===== src/pwm_types_pkg.sv =====
// PWM datapath types
// Shared between the control unit, timebase, chains and output stage
`default_nettype none

package pwm_types_pkg;

    // Prescaler setting, the tick period is 2 to the power of this value in clocks
    typedef logic [2:0] divider_t;

    // Status of a single chain, high while the chain is counting
    // Vectors over all chains are built as packed arrays of this type
    typedef logic chain_status_t;

endpackage

`default_nettype wire


===== src/pwm_regs_pkg.sv =====
// PWM register map
// Holds the block and offset constants and the decoded views of the 32-bit register word
`default_nettype none

package pwm_regs_pkg;

    // The upper address nibble selects a block and the lower nibble selects a register
    typedef logic [3:0] reg_block_t;
    typedef logic [3:0] reg_offset_t;

    // Block 0 is the control unit and chain k answers at block k+1
    localparam reg_block_t block_control = 4'd0;

    // Registers inside the control block
    localparam reg_offset_t reg_control = 4'd0;
    localparam reg_offset_t reg_stopped = 4'd1;

    // Registers inside a chain block, channel c sits at reg_compare_base + c
    localparam reg_offset_t reg_period = 4'd0;
    localparam reg_offset_t reg_compare_base = 4'd1;

    // Global control word, run sits in bit 0
    typedef struct packed {
        logic [25:0] reserved;
        logic [2:0]  divider;
        logic        ext_timebase_enable;
        logic        sync;
        logic        run;
    } control_word_t;

    // Compare window of one channel
    typedef struct packed {
        logic [15:0] compare_high;
        logic [15:0] compare_low;
    } compare_word_t;

    // The same host word read as a control word, a compare word or raw bits
    typedef union packed {
        control_word_t control;
        compare_word_t compare;
        logic [31:0]   raw;
    } reg_word_u;

endpackage

`default_nettype wire

===== src/pwm_ctrl_if.sv =====
// Control bus from the PWM control unit to the chains
// Carries run, sync, the counting tick and the decoded chain writes
`timescale 1ns/1ps
`default_nettype none

interface pwm_ctrl_if
    import pwm_regs_pkg::*;
#(
    parameter int N_CHAINS = 2
);

    // Global counting controls
    logic run;
    logic sync;
    logic tick;

    // Chain register write, chain_select is one-hot and only set with write_strobe
    logic                write_strobe;
    reg_offset_t         write_offset;
    reg_word_u           write_data;
    logic [N_CHAINS-1:0] chain_select;

    modport control (
        output run,
        output sync,
        output write_strobe,
        output write_offset,
        output write_data,
        output chain_select
    );

    modport chain (
        input run,
        input sync,
        input tick,
        input write_strobe,
        input write_offset,
        input write_data,
        input chain_select
    );

endinterface

`default_nettype wire


===== src/pwm_generator.sv =====
// Multi-channel PWM generator top level
// Connects the control unit, timebase, chains and output stage
`timescale 1ns/1ps
`default_nettype none

module pwm_generator
    import pwm_types_pkg::*;
#(
    parameter int N_CHAINS = 2,
    parameter int N_CHANNELS = 2,
    parameter int COUNTER_WIDTH = 16,
    parameter logic [2*N_CHAINS*N_CHANNELS-1:0] INITIAL_STOPPED_STATE = '0
) (
    input  wire logic        clock,
    input  wire logic        reset,
    input  wire logic        write_strobe,
    input  wire logic [7:0]  write_address,
    input  wire logic [31:0] write_data,
    input  wire logic        ext_timebase,
    input  wire logic        fault,
    output logic             timebase,
    output logic [2*N_CHAINS*N_CHANNELS-1:0] pwm_out
);

    localparam int N_PWM = 2 * N_CHAINS * N_CHANNELS;

    divider_t                     divider;
    logic                         ext_timebase_enable;
    logic [N_PWM-1:0]             stopped_state;
    logic                         tick;
    chain_status_t [N_CHAINS-1:0] chain_status;
    logic [N_PWM-1:0]             raw_pwm;

    pwm_ctrl_if #(.N_CHAINS(N_CHAINS)) ctrl_bus ();

    pwm_control_unit #(
        .N_CHAINS(N_CHAINS),
        .N_PWM(N_PWM),
        .INITIAL_STOPPED_STATE(INITIAL_STOPPED_STATE)
    ) control_unit (
        .clock(clock),
        .reset(reset),
        .write_strobe(write_strobe),
        .write_address(write_address),
        .write_data(write_data),
        .ctrl(ctrl_bus),
        .divider(divider),
        .ext_timebase_enable(ext_timebase_enable),
        .stopped_state(stopped_state)
    );

    timebase_generator timebase_gen (
        .clock(clock),
        .reset(reset),
        .divider(divider),
        .ext_timebase_enable(ext_timebase_enable),
        .ext_timebase(ext_timebase),
        .tick(tick)
    );

    // The tick reaches the chains over the control bus and is also visible outside
    assign ctrl_bus.tick = tick;
    assign timebase = tick;

    // Chain k fills bits k*N_CHANNELS of each half of raw_pwm
    for (genvar k = 0; k < N_CHAINS; k++) begin : gen_chain
        pwm_chain #(
            .CHAIN_INDEX(k),
            .N_CHANNELS(N_CHANNELS),
            .COUNTER_WIDTH(COUNTER_WIDTH)
        ) chain (
            .clock(clock),
            .reset(reset),
            .ctrl(ctrl_bus),
            .status(chain_status[k]),
            .out_a(raw_pwm[k*N_CHANNELS +: N_CHANNELS]),
            .out_b(raw_pwm[N_CHAINS*N_CHANNELS + k*N_CHANNELS +: N_CHANNELS])
        );
    end

    pwm_output_stage #(
        .N_PWM(N_PWM),
        .N_CHAINS(N_CHAINS),
        .INITIAL_STOPPED_STATE(INITIAL_STOPPED_STATE)
    ) output_stage (
        .clock(clock),
        .reset(reset),
        .chain_status(chain_status),
        .fault(fault),
        .raw_pwm(raw_pwm),
        .stopped_state(stopped_state),
        .pwm_out(pwm_out)
    );

endmodule

`default_nettype wire


===== src/pwm_output_stage.sv =====
// PWM output stage
// Registers raw outputs per chain, or the stopped levels while halted or faulted
`timescale 1ns/1ps
`default_nettype none

module pwm_output_stage
    import pwm_types_pkg::*;
#(
    parameter int N_PWM = 8,
    parameter int N_CHAINS = 2,
    parameter logic [N_PWM-1:0] INITIAL_STOPPED_STATE = '0
) (
    input  wire logic                       clock,
    input  wire logic                       reset,
    input  wire chain_status_t [N_CHAINS-1:0] chain_status,
    input  wire logic                       fault,
    input  wire logic [N_PWM-1:0]           raw_pwm,
    input  wire logic [N_PWM-1:0]           stopped_state,
    output logic [N_PWM-1:0]                pwm_out
);

    // Outputs a fill the lower half and outputs b the upper half, N_CHANNELS per chain
    localparam int HALF_WIDTH = N_PWM / 2;
    localparam int PER_CHAIN = HALF_WIDTH / N_CHAINS;

    logic [N_PWM-1:0] live;

    // Mark each output bit whose chain is running
    always_comb begin
        for (int i = 0; i < N_PWM; i++) begin
            live[i] = chain_status[(i % HALF_WIDTH) / PER_CHAIN];
        end
    end

    always_ff @(posedge clock) begin
        if (!reset) begin
            pwm_out <= INITIAL_STOPPED_STATE;
        end else if (fault) begin
            // Fault overrides every chain at once
            pwm_out <= stopped_state;
        end else begin
            pwm_out <= (raw_pwm & live) | (stopped_state & ~live);
        end
    end

endmodule

`default_nettype wire


===== src/pwm_chain.sv =====
// PWM chain
// One period counter shared by N_CHANNELS compare channels, each with a complementary pair
`timescale 1ns/1ps
`default_nettype none

module pwm_chain
    import pwm_regs_pkg::*;
    import pwm_types_pkg::*;
#(
    parameter int CHAIN_INDEX = 0,
    parameter int N_CHANNELS = 2,
    parameter int COUNTER_WIDTH = 16
) (
    input  wire logic            clock,
    input  wire logic            reset,
    pwm_ctrl_if.chain            ctrl,
    output chain_status_t        status,
    output logic [N_CHANNELS-1:0] out_a,
    output logic [N_CHANNELS-1:0] out_b
);

    logic [COUNTER_WIDTH-1:0] period;
    logic [COUNTER_WIDTH-1:0] counter;
    logic [COUNTER_WIDTH-1:0] compare_low [N_CHANNELS];
    logic [COUNTER_WIDTH-1:0] compare_high [N_CHANNELS];
    logic                     chain_write;

    // This chain's slice of the register map
    assign chain_write = ctrl.write_strobe && ctrl.chain_select[CHAIN_INDEX];

    // Period and compare registers
    always_ff @(posedge clock) begin
        if (!reset) begin
            period <= '0;
            for (int c = 0; c < N_CHANNELS; c++) begin
                compare_low[c] <= '0;
                compare_high[c] <= '0;
            end
        end else if (chain_write) begin
            if (ctrl.write_offset == reg_period) begin
                period <= ctrl.write_data.raw[COUNTER_WIDTH-1:0];
            end
            for (int c = 0; c < N_CHANNELS; c++) begin
                // Compare words use the two 16-bit halves of the union
                if (ctrl.write_offset == reg_offset_t'(reg_compare_base + c)) begin
                    compare_low[c] <= ctrl.write_data.compare.compare_low[COUNTER_WIDTH-1:0];
                    compare_high[c] <= ctrl.write_data.compare.compare_high[COUNTER_WIDTH-1:0];
                end
            end
        end
    end

    // A chain with period 0 has nothing to count and reports halted
    assign status = ctrl.run && (period != '0);

    // Period counter, sync wins over counting
    always_ff @(posedge clock) begin
        if (!reset) begin
            counter <= '0;
        end else if (ctrl.sync) begin
            counter <= '0;
        end else if (ctrl.tick && status) begin
            // Wrap at period-1, also catches a period shortened below the counter
            if (counter >= period - 1'b1) begin
                counter <= '0;
            end else begin
                counter <= counter + 1'b1;
            end
        end
    end

    // Output a is high inside the window [compare_low, compare_high)
    always_comb begin
        for (int c = 0; c < N_CHANNELS; c++) begin
            out_a[c] = (counter >= compare_low[c]) && (counter < compare_high[c]);
            out_b[c] = !out_a[c];
        end
    end

endmodule

`default_nettype wire


===== src/timebase_generator.sv =====
// Timebase generator
// Divides the clock by 2^divider or follows the external timebase, with a registered tick
`timescale 1ns/1ps
`default_nettype none

module timebase_generator
    import pwm_types_pkg::*;
(
    input  wire logic clock,
    input  wire logic reset,
    input  wire divider_t divider,
    input  wire logic ext_timebase_enable,
    input  wire logic ext_timebase,
    output logic      tick
);

    // Wide enough for the largest divider setting
    localparam int PRESCALE_WIDTH = 2 ** $bits(divider_t) - 1;

    logic [PRESCALE_WIDTH-1:0] prescaler;
    logic [PRESCALE_WIDTH-1:0] prescale_mask;
    logic                      internal_pulse;

    // Low divider bits of the prescaler, all ones once every 2^divider cycles
    assign prescale_mask = PRESCALE_WIDTH'((1 << divider) - 1);
    assign internal_pulse = (prescaler & prescale_mask) == prescale_mask;

    // Free-running prescaler
    always_ff @(posedge clock) begin
        if (!reset) begin
            prescaler <= '0;
        end else begin
            prescaler <= prescaler + 1'b1;
        end
    end

    // Source selection goes through one register in both modes
    always_ff @(posedge clock) begin
        if (!reset) begin
            tick <= 1'b0;
        end else if (ext_timebase_enable) begin
            tick <= ext_timebase;
        end else begin
            tick <= internal_pulse;
        end
    end

endmodule

`default_nettype wire


===== src/pwm_control_unit.sv =====
// PWM control unit
// Decodes host writes, holds the global settings and forwards chain writes
`timescale 1ns/1ps
`default_nettype none

module pwm_control_unit
    import pwm_regs_pkg::*;
    import pwm_types_pkg::*;
#(
    parameter int N_CHAINS = 2,
    parameter int N_PWM = 8,
    parameter logic [N_PWM-1:0] INITIAL_STOPPED_STATE = '0
) (
    input  wire logic       clock,
    input  wire logic       reset,
    input  wire logic       write_strobe,
    input  wire logic [7:0] write_address,
    input  wire reg_word_u  write_data,
    pwm_ctrl_if.control     ctrl,
    output divider_t        divider,
    output logic            ext_timebase_enable,
    output logic [N_PWM-1:0] stopped_state
);

    reg_block_t  block;
    reg_offset_t offset;
    logic        control_write;
    logic        run;
    logic        sync_pulse;

    // Upper nibble picks the block, lower nibble the register inside it
    assign block = write_address[7:4];
    assign offset = write_address[3:0];

    // A write to block 0 belongs to this unit, anything else goes to a chain
    assign control_write = write_strobe && (block == block_control);

    // Global registers, updated in the cycle after the strobe
    always_ff @(posedge clock) begin
        if (!reset) begin
            run <= 1'b0;
            divider <= '0;
            ext_timebase_enable <= 1'b0;
            stopped_state <= INITIAL_STOPPED_STATE;
        end else if (control_write) begin
            if (offset == reg_control) begin
                run <= write_data.control.run;
                divider <= write_data.control.divider;
                ext_timebase_enable <= write_data.control.ext_timebase_enable;
            end
            if (offset == reg_stopped) begin
                // Only the low N_PWM bits map to outputs
                stopped_state <= write_data.raw[N_PWM-1:0];
            end
        end
    end

    // Sync is a write-one pulse, it lasts exactly one cycle and is never held
    always_ff @(posedge clock) begin
        if (!reset) begin
            sync_pulse <= 1'b0;
        end else begin
            sync_pulse <= control_write && (offset == reg_control) && write_data.control.sync;
        end
    end

    assign ctrl.run = run;
    assign ctrl.sync = sync_pulse;

    // Chain writes pass straight through so the chain registers them in the same edge
    assign ctrl.write_strobe = write_strobe && (block != block_control);
    assign ctrl.write_offset = offset;
    assign ctrl.write_data = write_data;

    // One-hot select, chain k answers at block k+1
    always_comb begin
        for (int k = 0; k < N_CHAINS; k++) begin
            ctrl.chain_select[k] = write_strobe && (block == reg_block_t'(k + 1));
        end
    end

endmodule

`default_nettype wire


===== config.mk =====
export PLATFORM = sky130hd
export DESIGN_NAME = pwm_generator
export DESIGN_NICKNAME = d
export VERILOG_FILES = /design/src/pwm_types_pkg.sv /design/src/pwm_regs_pkg.sv /design/src/pwm_ctrl_if.sv /design/src/pwm_generator.sv /design/src/pwm_output_stage.sv /design/src/pwm_chain.sv /design/src/timebase_generator.sv /design/src/pwm_control_unit.sv
export SDC_FILE = /design/constraint.sdc
export NUM_CORES = 1
export LEC_CHECK = 0
export CORE_MARGIN = 2
export CORE_UTILIZATION = 39
export CTS_CLUSTER_DIAMETER = 120
export DETAILED_ROUTE_END_ITERATION = 7
export DONT_BUFFER_PORTS = 1
export GPL_TIMING_DRIVEN = 0
export PLACE_DENSITY = 0.51
export SETUP_SLACK_MARGIN = 0.1
export SLEW_MARGIN = 20
export SYNTH_ARGS = -nofsm -noshare
export SYNTH_HDL_FRONTEND = slang
export SYNTH_SLANG_ARGS = --single-unit

===== constraint.sdc =====
create_clock -name clock -period 4.6 [get_ports clock]
set_clock_uncertainty 0.15 [all_clocks]
set_input_delay 0.69 -clock clock [delete_from_list [all_inputs] [get_ports clock]]
set_output_delay 0.69 -clock clock [all_outputs]
set_load 0.01 [all_outputs]

Word-level counts from Yosys, hierarchy flattened
Memories as Yosys holds them, arrays and structs flattened.
Cells that the tools add are included.
Widths: inputs -> output; s select.
{"block": "word_totals", "ff_bits": 94, "ramBits": 128, "in_bits": 45, "output_inout_bits": 9, "elab_cells": 109, "mem_count": 4}
{"memory": "gen_chain[0].chain.compare_high", "depth": 2, "word_bits": 16, "read_ports": 2, "rd_clocked_by_memory_dff": 0, "write_ports": 2, "line_no": "pwm_chain.sv:25", "source": "logic [COUNTER_WIDTH-1:0] compare_high [N_CHANNELS];"}
{"memory": "gen_chain[0].chain.compare_low", "depth": 2, "word_bits": 16, "read_ports": 2, "rd_clocked_by_memory_dff": 0, "write_ports": 2, "line_no": "pwm_chain.sv:24", "source": "logic [COUNTER_WIDTH-1:0] compare_low [N_CHANNELS];"}
{"memory": "gen_chain[1].chain.compare_high", "depth": 2, "word_bits": 16, "read_ports": 2, "rd_clocked_by_memory_dff": 0, "write_ports": 2, "line_no": "pwm_chain.sv:25"}
{"memory": "gen_chain[1].chain.compare_low", "depth": 2, "word_bits": 16, "read_ports": 2, "rd_clocked_by_memory_dff": 0, "write_ports": 2, "line_no": "pwm_chain.sv:24"}
{"block": "classes", "addsub": 6, "order_cmp": 10, "eq_ne": 5, "shifts": 1, "muxes": 27, "bitwise_logic": 14, "reduce_logical": 30}
{"operator": "$mux 16", "count": 10}
{"operator": "$ge 16x16->1", "count": 6}
{"operator": "$lt 16x16->1", "count": 4}
{"operator": "$add 16x1->16 const B", "count": 2}
{"operator": "$reduce_bool 16->1", "count": 2}
{"operator": "$sub 16x1->16 const B", "count": 2}
{"operator": "$and 8x8->8", "count": 2}
{"operator": "$logic_and 1x1->1", "count": 16}
{"operator": "$mux 1", "count": 16}
{"operator": "$eq 4x1->1 const B", "count": 2}
{"operator": "$eq 4x2->1 const B", "count": 2}
{"operator": "$logic_not 4->1", "count": 2}
{"operator": "$mux 8", "count": 1}
{"operator": "$not 8->8", "count": 1}
{"operator": "$or 1x1->1", "count": 8}
{"operator": "$or 8x8->8", "count": 1}
{"operator": "$reduce_and 2->1", "count": 4}
{"operator": "$add 7x1->7 const B", "count": 1}
{"operator": "$and 7x7->7", "count": 1}
{"operator": "$eq 7x7->1", "count": 1}
{"operator": "$shl 1x3->7 const A", "count": 1}
{"operator": "$sub 7x2->7 const B", "count": 1}
{"operator": "$logic_not 1->1", "count": 4}
{"operator": "$reduce_bool 4->1", "count": 1}
{"operator": "other kinds (2)", "count": 2}

Longest topological paths before layout
Gate-level depths: netlist of the first run.
{"block": "logic_depth", "word_depth": 7, "ltp_mapped": 14, "depth_no_buf": 13}

Cells and area by module
A second synthesis of the first run with hierarchy kept.
{"block": "unflattened", "cells_unflattened": 1255, "area_unflattened_um2": 13103.8}
{"mod": "pwm_chain at gen_chain[0].chain", "n_inst": 1, "cells_each": 534, "area_per_inst_um2": 5774.3, "seq_area_each_um2": 2562.5}
{"mod": "pwm_chain at gen_chain[1].chain", "n_inst": 1, "cells_each": 546, "area_per_inst_um2": 5759.3, "seq_area_each_um2": 2562.5}
{"mod": "pwm_control_unit", "n_inst": 1, "cells_each": 98, "area_per_inst_um2": 852.1, "seq_area_each_um2": 280.3}
{"mod": "timebase_generator", "n_inst": 1, "cells_each": 39, "area_per_inst_um2": 364.1, "seq_area_each_um2": 160.2}
{"mod": "pwm_output_stage", "n_inst": 1, "cells_each": 38, "area_per_inst_um2": 354.1, "seq_area_each_um2": 160.2}

Worst setup path before layout of the first run
OpenSTA, ideal clock, no wires.
{"block": "synth_path", "path_type": "input-to-reg", "startpoint": "input port write_address[7]", "endpoint": "memory gen_chain[1].chain.compare_high[0][0], enable pin", "setup_time_ps": 466, "arrival_time_ps": 3443, "t_required_ps": 3984, "setup_slack_ps": 541, "cell_stages": 5, "n_path_buf": 0, "cell_sequence": "nor2_1 > nand2_1 > nor2_1 > nand2_1 > o21ai_0"}
{"item": "start: declaration", "line_no": "pwm_generator.sv:17", "source": "input wire logic [7:0] write_address,"}
{"item": "end: declaration", "line_no": "pwm_chain.sv:25"}

Final worst setup path of the first run
{"block": "layout_path", "startpoint": "register gen_chain[1].chain.period[0]", "endpoint": "register gen_chain[1].chain.counter[15]"}
{"block": "layout_via", "elab_chain_len": 3, "word_cells_on_any_way": 6, "classes_between": "add/sub: 1; order compare: 1; mux: 1; reduce/logical: 3"}
{"item": "start: declaration", "line_no": "pwm_chain.sv:22", "source": "logic [COUNTER_WIDTH-1:0] period;"}
{"item": "start signal: assignment", "line_no": "pwm_chain.sv:41", "source": "period <= ctrl.write_data.raw[COUNTER_WIDTH-1:0];"}
{"item": "$sub 16x1->16 / $reduce_bool 16->1 (equally long branches)", "line_no": "pwm_chain.sv:64, pwm_chain.sv:54"}
{"item": "$ge 16x16->1 / $logic_and 1x1->1 (equally long branches)", "line_no": "pwm_chain.sv:64, pwm_chain.sv:54"}
{"item": "$mux 16 / $logic_and 1x1->1 (equally long branches)", "line_no": "pwm_chain.sv:64, pwm_chain.sv:62"}
{"item": "end signal: assignment", "line_no": "pwm_chain.sv:67", "source": "counter <= counter + 1'b1;"}
{"item": "end: declaration", "line_no": "pwm_chain.sv:23", "source": "logic [COUNTER_WIDTH-1:0] counter;"}
Parallel ways exist; a longest one is shown, timed or not.
A chain may end at the register's enable or synchronous reset.

==> results of run 1 <==
## worst reg2reg max path, cell delays in order, from the launching register on
cell      delay [ps]
dfxtp_1          340
inv_1             90
ha_1             210
or4b_4           520
or4_4            580
nor4_1           250
xnor2_1          120
ha_1             280
nand2_1           50
o21ai_0          210
or2_2            160
a211oi_1          50
nor2_1           530
buf_6            240
nor2_1            50
## worst paths after layout
path	to	slack, ps	cells past startpoint
max	gen_chain[1].chain.counter[15]	640	14
min	timebase_gen.tick	150	1
max reg2reg	gen_chain[1].chain.counter[15]	640	14
min reg2reg	timebase_gen.prescaler[0]	340	1
## logic make-up after synthesis
group	after synthesis
adder cells (fa/ha/maj)	162
AND/OR/NAND/NOR	376
buffers and inverters	155
flip-flops	222
AO/OA/AOI/OAI	157
XOR/XNOR	63
multiplexers	46
## sequential cells by signal (all words and copies together) (netlist names)
register                          flops
control_unit.ctrl.run                 1
control_unit.ctrl.sync                1
control_unit.divider                  3
control_unit.ext_timebase_enable      1
control_unit.stopped_state            8
gen_chain.chain.compare_high         64
gen_chain.chain.compare_low          64
gen_chain.chain.counter              32
gen_chain.chain.period               32
output_stage.pwm_out                  8
timebase_gen.prescaler                7
timebase_gen.tick                     1
## synthesized netlist by cell type (3+ instances only)
cell       number
a21oi_1        43
o211a_1         3
a211oi_1       10
a2111oi_0       7
nand2_1        45
nor2b_1        55
and3_1          8
nand2b_1       14
inv_1         134
or4_1           3
ha_1          162
clkbuf_1       16
buf_2           3
and2_1         73
and4_1          6
mux2i_1        46
nor2_1         79
xor2_1         22
nor4_1         10
nand3_1        23
edfxtp_1      128
dfxtp_1        94
a221o_1         3
nor3_1         18
a211o_1         4
xnor2_1        41
nand4_1        24
o21ai_0        36
a21o_1         21
o21a_1          8
## stage by stage
step / utilization / TNS, ps
global route: 0.4477 / 0
finish: 0.4479 / 0
CTS: 0.4477 / 0
floorplan: - / 0
global placement: 0.4121 / -172810
detailed placement: 0.4170 / 0
## area by class of cell
| cell class | instances | area [um^2] | area share |
|---|---|---|---|
| sequential | 222 | 5725 | 0.4051 |
| clock inverter | 7 | 60.06 | 0.004249 |
| buffer | 21 | 97.59 | 0.006905 |
| multi-input combinational | 804 | 6218 | 0.4400 |
| timing repair buffer | 4 | 110.1 | 0.007790 |
| tap | 402 | 503.0 | 0.03559 |
| antenna | 2 | 5.005 | 0.0003541 |
| clock buffer | 45 | 910.9 | 0.06445 |
| inverter | 134 | 503.0 | 0.03559 |
## metal layers
layer  track usage  wire length (um)  up-vias
li1              -                 -     4256
met5             0                 0        -
met4       0.03808               495        0
met2        0.2820             12740      140
met1        0.2714             15620     3891
met3       0.03813              1708       36
## power by group
| part | switching (mW) | internal, mW |
|---|---|---|
| Combinational | 0.114 | 0.0724 |
| Clock | 0.844 | 1.40 |
| Sequential | 0.0223 | 2.16 |
==> metrics.md, run 1 <==
| Metric | Value |
|---|---|
| Status | complete, no violations |
| Final wirelength | between 30 and 40 mm |
| TritonCTS clock tree | built |
| Yosys warns | 0 |
| Layout area overhead | 13.07% |
| Post-synthesis instance total | about 1200 |
| Lkg Pwr | ~6.5 nW |
| RSZ-0062 raised after global routing | false |
| Fill count | between 3000 and 4000 |
| Hold wc startpoint | ext_timebase |
| Detail Route Antenna Nets | 0 |
| Max FO, Critical Path | 10 |
| Initial Util | 0.3961 |
| Total design power | roughly 4.6 mW |
| Final net count | ~1400 |
| Die Footprint | roughly 33000 um^2 |
| Synthesized cell area | 12500 um^2 |
| Syn nets | 1388 |
| DRT Pass-1 Iters | 4 |
| Post CTS Setup Buffer Count | 0 |
| Crit path DAT | 4240 ps |
| Die W | between 150 and 200 um |
| Crit path kind | reg -> reg |
| Async SR Flop Fraction | 0 |
| Commonest non-fill, non-tap cell in the layout | ha_1 |
| Setup WS pre-CTS | roughly 640 ps |
| Via/cell ratio | ~5.1 |
| Synth cell types | 57 |
| Post-Syn Area per Cell | 10.58 um^2 |
| Pwr per Cell Area | ~330 nW/um^2 |
| Crit. Startpoint | gen_chain[1].chain.period[0] |
| Post-CTS Hold Buffers | 0 |
| WHS | between 100 and 150 ps |
| Yosys reg bits | 222 |
| Slew HR | 0.3802 |
| CTS buffer count | 28 |
| Worst endpoint required time | a little under 5000 ps |
| Cell family with the largest share of critical-path delay | simple AND/OR/NAND/NOR gates |
| Post-synthesis sequential area ratio | 0.4581 |
| Worst path slowest cell | or4_4 |
| Fin. max-slew vios | 0 |
| Hold Fails Final Rpt | 0 |
| Wire per inst | about 19 um |
| HPWL Detailed | between 20 and 25 mm |
| RD Place Congestion | just over 0.8 |
| First-pass GRT wire length | 47.52 mm |
| Skew-Pair Late Insertion Delay | roughly 540 ps |
| Share of layout cells above drive strength 1 | 0.05740 |
| Fin area | about 14000 um^2 |
| Prevailing post-synth register cell | edfxtp_1 |
| Worst reg2reg startpoint | gen_chain[1].chain.period[0] |
| Htree depth | 1 |
| Max-cap viol count | 0 |
| CP Launch Type | flop |
| VDD IR max | between 0.2 and 0.3 mV |
| Non-Filler Instances | 1641 |
| Most frequent cells in the layout | ha_1, inv_1, edfxtp_1 |
| Final setup viols | 0 |
| Hold WC Path Type | in -> reg |
| Adder-cell share of the synthesized area | 0.1622 |
| Die height | 183.0 um |
| Post-synth EDFFs | between 100 and 150 |
| CORE AREA | between 30000 and 40000 um^2 |
| Critical path's largest stage delay | approximately 580 ps |
| Tcrit/Tclk final | 0.8599 |
| Compound-gate portion of the synthesized area | 0.08468 |
| Worst-margin pin slew | just over 900 ps |
| CP Capture Type | flop |
| CTS max path bufs | 3 |
| Post-synthesis xor/xnor area fraction | 0.04414 |
| Vias in the first global route | around 8300 |
| Top-level port count | 54 |
| Period minus WS final | 3956 ps |
| Mux contribution to synthesized area | 0.03684 |
| CTS Sinks | 222 |
| Area of placed instances | approximately 13000 um^2 |
| Rows | 65 |
| Largest family of logic cells by synthesized area | simple AND/OR/NAND/NOR gates |
| Placed cells | around 1600 |
| Worst-path clk slew | 60 ps |
| Fmax | approximately 250 MHz |
| Root Driver | clkbuf_16 |
| Antenna violations before repair | 1 |
| Detailed Route Iter0 Violations | 381 |
| Top cell type's share of synthesized area | 0.3075 |
| Total track usage | 0.1850 |
| Synth area leaders | edfxtp_1, ha_1, dfxtp_1 |
| Input/output buffers | 0 |
| Vias post-DR | between 8000 and 9000 |
| CP bufs+invs | 2 |
| DR DRC count | 0 |
| Setup slack after layout | around 640 ps |
| Total grt overflow | 0 |
| Worst-path cell chain | inv_1 > ha_1 > or4b_4 > or4_4 > nor4_1 > xnor2_1 > ha_1 > nand2_1 > o21ai_0 > or2_2 > a211oi_1 > nor2_1 > buf_6 > nor2_1 |
| Post-Synth Simple-Gate Area | 0.1661 |
| Largest area contributor in the netlist | edfxtp_1 |
| Post-CTS sizing | 0 |
| Largest net degree at the start of global routing | 20 |
Power figures use the tool's default switching activity.
==> run 2, diff against run 1 <==
--- a/config.mk
+++ b/config.mk
@@ -5,7 +5,7 @@
 export SDC_FILE = /design/constraint.sdc
 export NUM_CORES = 1
 export LEC_CHECK = 0
-export CORE_MARGIN = 2
+export CORE_MARGIN = 8
 export CORE_UTILIZATION = 39
 export CTS_CLUSTER_DIAMETER = 120
 export DETAILED_ROUTE_END_ITERATION = 7
==> run 2 against run 1 <==
Count of clock-buffer cells in the layout is 5 lower; flip-flop and latch count stayed put; total power decreased by 5.7%; sequential share of layout area is 0.38 points higher; non-clock buffer count unchanged; fmax down 0.86%; first-iteration DRC count is 12% higher; critical path depth did not move; register-to-register slack lost 30 ps; worst setup slack got worse by 34 ps; design area down 0.94%; cell count fell by 0.24%; largest cell class unchanged; highest routed layer is now met5.
==> metrics.md, run 2 (synthesis results as in run 1) <==
| Metric | Value |
|---|---|
| Crit path kind | reg -> reg |
| Slew HR | 0.4065 |
| Hold WC Path Type | in -> reg |
| Detailed Route Iter0 Violations | ~430 |
| DR DRC count | 0 |
| HPWL Detailed | 23.70 mm |
| Detail Route Antenna Nets | 0 |
| Pwr per Cell Area | approximately 310 nW/um^2 |
| Total grt overflow | 0 |
| Busiest grt layer | met2 |
| Antenna violations before repair | 2 |
| Die height | 195.0 um |
| Fin. max-slew vios | 0 |
| Crit path DAT | roughly 4300 ps |
| WHS | ~150 ps |
| Cell depth of the worst min-delay path | 1 |
| Worst-path clk slew | approximately 60 ps |
| Layout area overhead | 12.01% |
| Worst endpoint required time | 4860 ps |
| Post-CTS sizing | 0 |
| CP Launch Type | flop |
| Total design power | approximately 4.4 mW |
| DRT Pass-1 Iters | 4 |
| CTS max path bufs | 3 |
| Rows | 65 |
| Tcrit/Tclk final | 0.8674 |
| RSZ-0062 raised after global routing | false |
| Commonest non-fill, non-tap cell in the layout | ha_1 |
| Wire per inst | roughly 19 um |
| TritonCTS clock tree | built |
| Period minus WS final | around 4000 ps |
| Top-level port count | 54 |
| CTS Sinks | about 220 |
| Final wirelength | 30.57 mm |
| Met1 Usage GRT | 0.2321 |
| Post-CTS Hold Buffers | 0 |
| Hold Fails Final Rpt | 0 |
| CORE AREA | approximately 32000 um^2 |
| Largest net degree at the start of global routing | 21 |
| Critical path depth in cells | 14 |
| Critical path's largest stage delay | 590 ps |
| Placed cells | 1587 |
| Post-Route Setup TNS | 0 ps |
| Vias in the first global route | around 8300 |
| Fmax | about 250 MHz |
| Final setup viols | 0 |
| Fill count | 2995 |
| Max FO, Critical Path | 10 |
| Met2 GRT Util | 0.2376 |
| Top Registers | gen_chain.chain.compare_high x64, gen_chain.chain.compare_low x64 |
| Initial Util | 0.3961 |
| Register-to-Register Path Depth | 14 |
| Share of layout cells above drive strength 1 | 0.05434 |
| Met3 global-route usage | 0.03903 |
| Max-cap viol count | 0 |
| Input/output buffers | 0 |
| Final net count | between 1000 and 1500 |
| Vias post-DR | 8343 |
| First-pass GRT wire length | roughly 48 mm |
| Non-Filler Instances | between 1500 and 2000 |
| Htree depth | 1 |
| Lkg Pwr | between 6 and 7 nW |
| Die Footprint | ~38000 um^2 |
| Worst path slowest cell | or4_4 |
| VDD IR max | about 0.26 mV |
| Root Driver | clkbuf_16 |
| Total track usage | 0.1600 |
| Die W | 195.0 um |
| RD Place Congestion | approximately 0.81 |
| CTS buffer count | 26 |
| CP Capture Type | flop |
| Worst-path cell chain | inv_1 > ha_1 > or4b_4 > or4_4 > nor4_1 > xnor2_1 > ha_1 > nand2_1 > o21ai_0 > or2_2 > a211oi_1 > nor2_1 > buf_6 > nor2_1 |
| Status | complete, no violations |
| Worst-margin pin slew | just under 900 ps |
| Via/cell ratio | 5.097 |
| Cell family with the largest share of critical-path delay | simple AND/OR/NAND/NOR gates |
| Post CTS Setup Buffer Count | 0 |
| CP bufs+invs | 2 |
| Skew-Pair Late Insertion Delay | roughly 540 ps |
| Most frequent cells in the layout | ha_1, inv_1, edfxtp_1 |
-- run 2: cell count changes in the layout (fill, tap and decap cells not counted) --
cell,before,now
bufinv_16,1,0
clkinv_8,0,1
inv_4,0,1
clkbuf_16,33,28
-- run 2: path summary, 6_finish.rpt --
| path | endpoint | start | slack, ps |
|---|---|---|---|
| setup / recovery | gen_chain[1].chain.counter[5] | gen_chain[1].chain.period[0] | 610 |
| hold / removal | timebase_gen.tick | ext_timebase | 150 |
| setup reg to reg | gen_chain[1].chain.counter[5] | gen_chain[1].chain.period[0] | 610 |
| hold reg to reg | timebase_gen.prescaler[0] | timebase_gen.prescaler[0] | 350 |
-- run 2: power by group --
part           switching, mW  internal, mW  leakage [nW]
Combinational          0.113        0.0725          4.04
Clock                  0.807          1.18         0.418
Sequential            0.0232          2.16          1.97
-- run 2: layout make-up --
cell class              count  area, um^2  share of cell area
multi-input cells         804        6218              0.4441
inverters                 134       503.0             0.03592
clock buffers              40       785.8             0.05612
flip-flops and latches    222        5725              0.4089
well taps                 402       503.0             0.03592
diodes                      2       5.005           0.0003575
repair buffers              4       110.1            0.007864
plain buffers              21       97.59            0.006971
clock inverters             8       52.55            0.003753
-- run 2: per-layer routing --
layer / wire (um) / up-vias
met4: 565 / 2
met5: 13 / -
met3: 1929 / 38
met1: 15440 / 3907
met2: 12620 / 150
li1: - / 4246
-- run 2: worst reg2reg max path, stage by stage, from the launching register on --
cell and delay (ps):
dfxtp_1 340, inv_1 90, ha_1 200, or4b_4 520, or4_4 590, nor4_1 250
xnor2_1 130, ha_1 280, nand2_1 50, o21ai_0 220, or2_2 170, a211oi_1 50
nor2_1 530, buf_6 240, nor2_1 60
-- run 2: through the flow --
stage	util	cell area (um^2)	worst slack [ps]
global route	0.4435	14000	270.7
global placement	0.4121	13000	-1549
CTS	0.4435	14000	605.6
floorplan	-	12500	541.3
finish	0.4437	14000	609.8
detailed placement	0.4170	13160	661.7
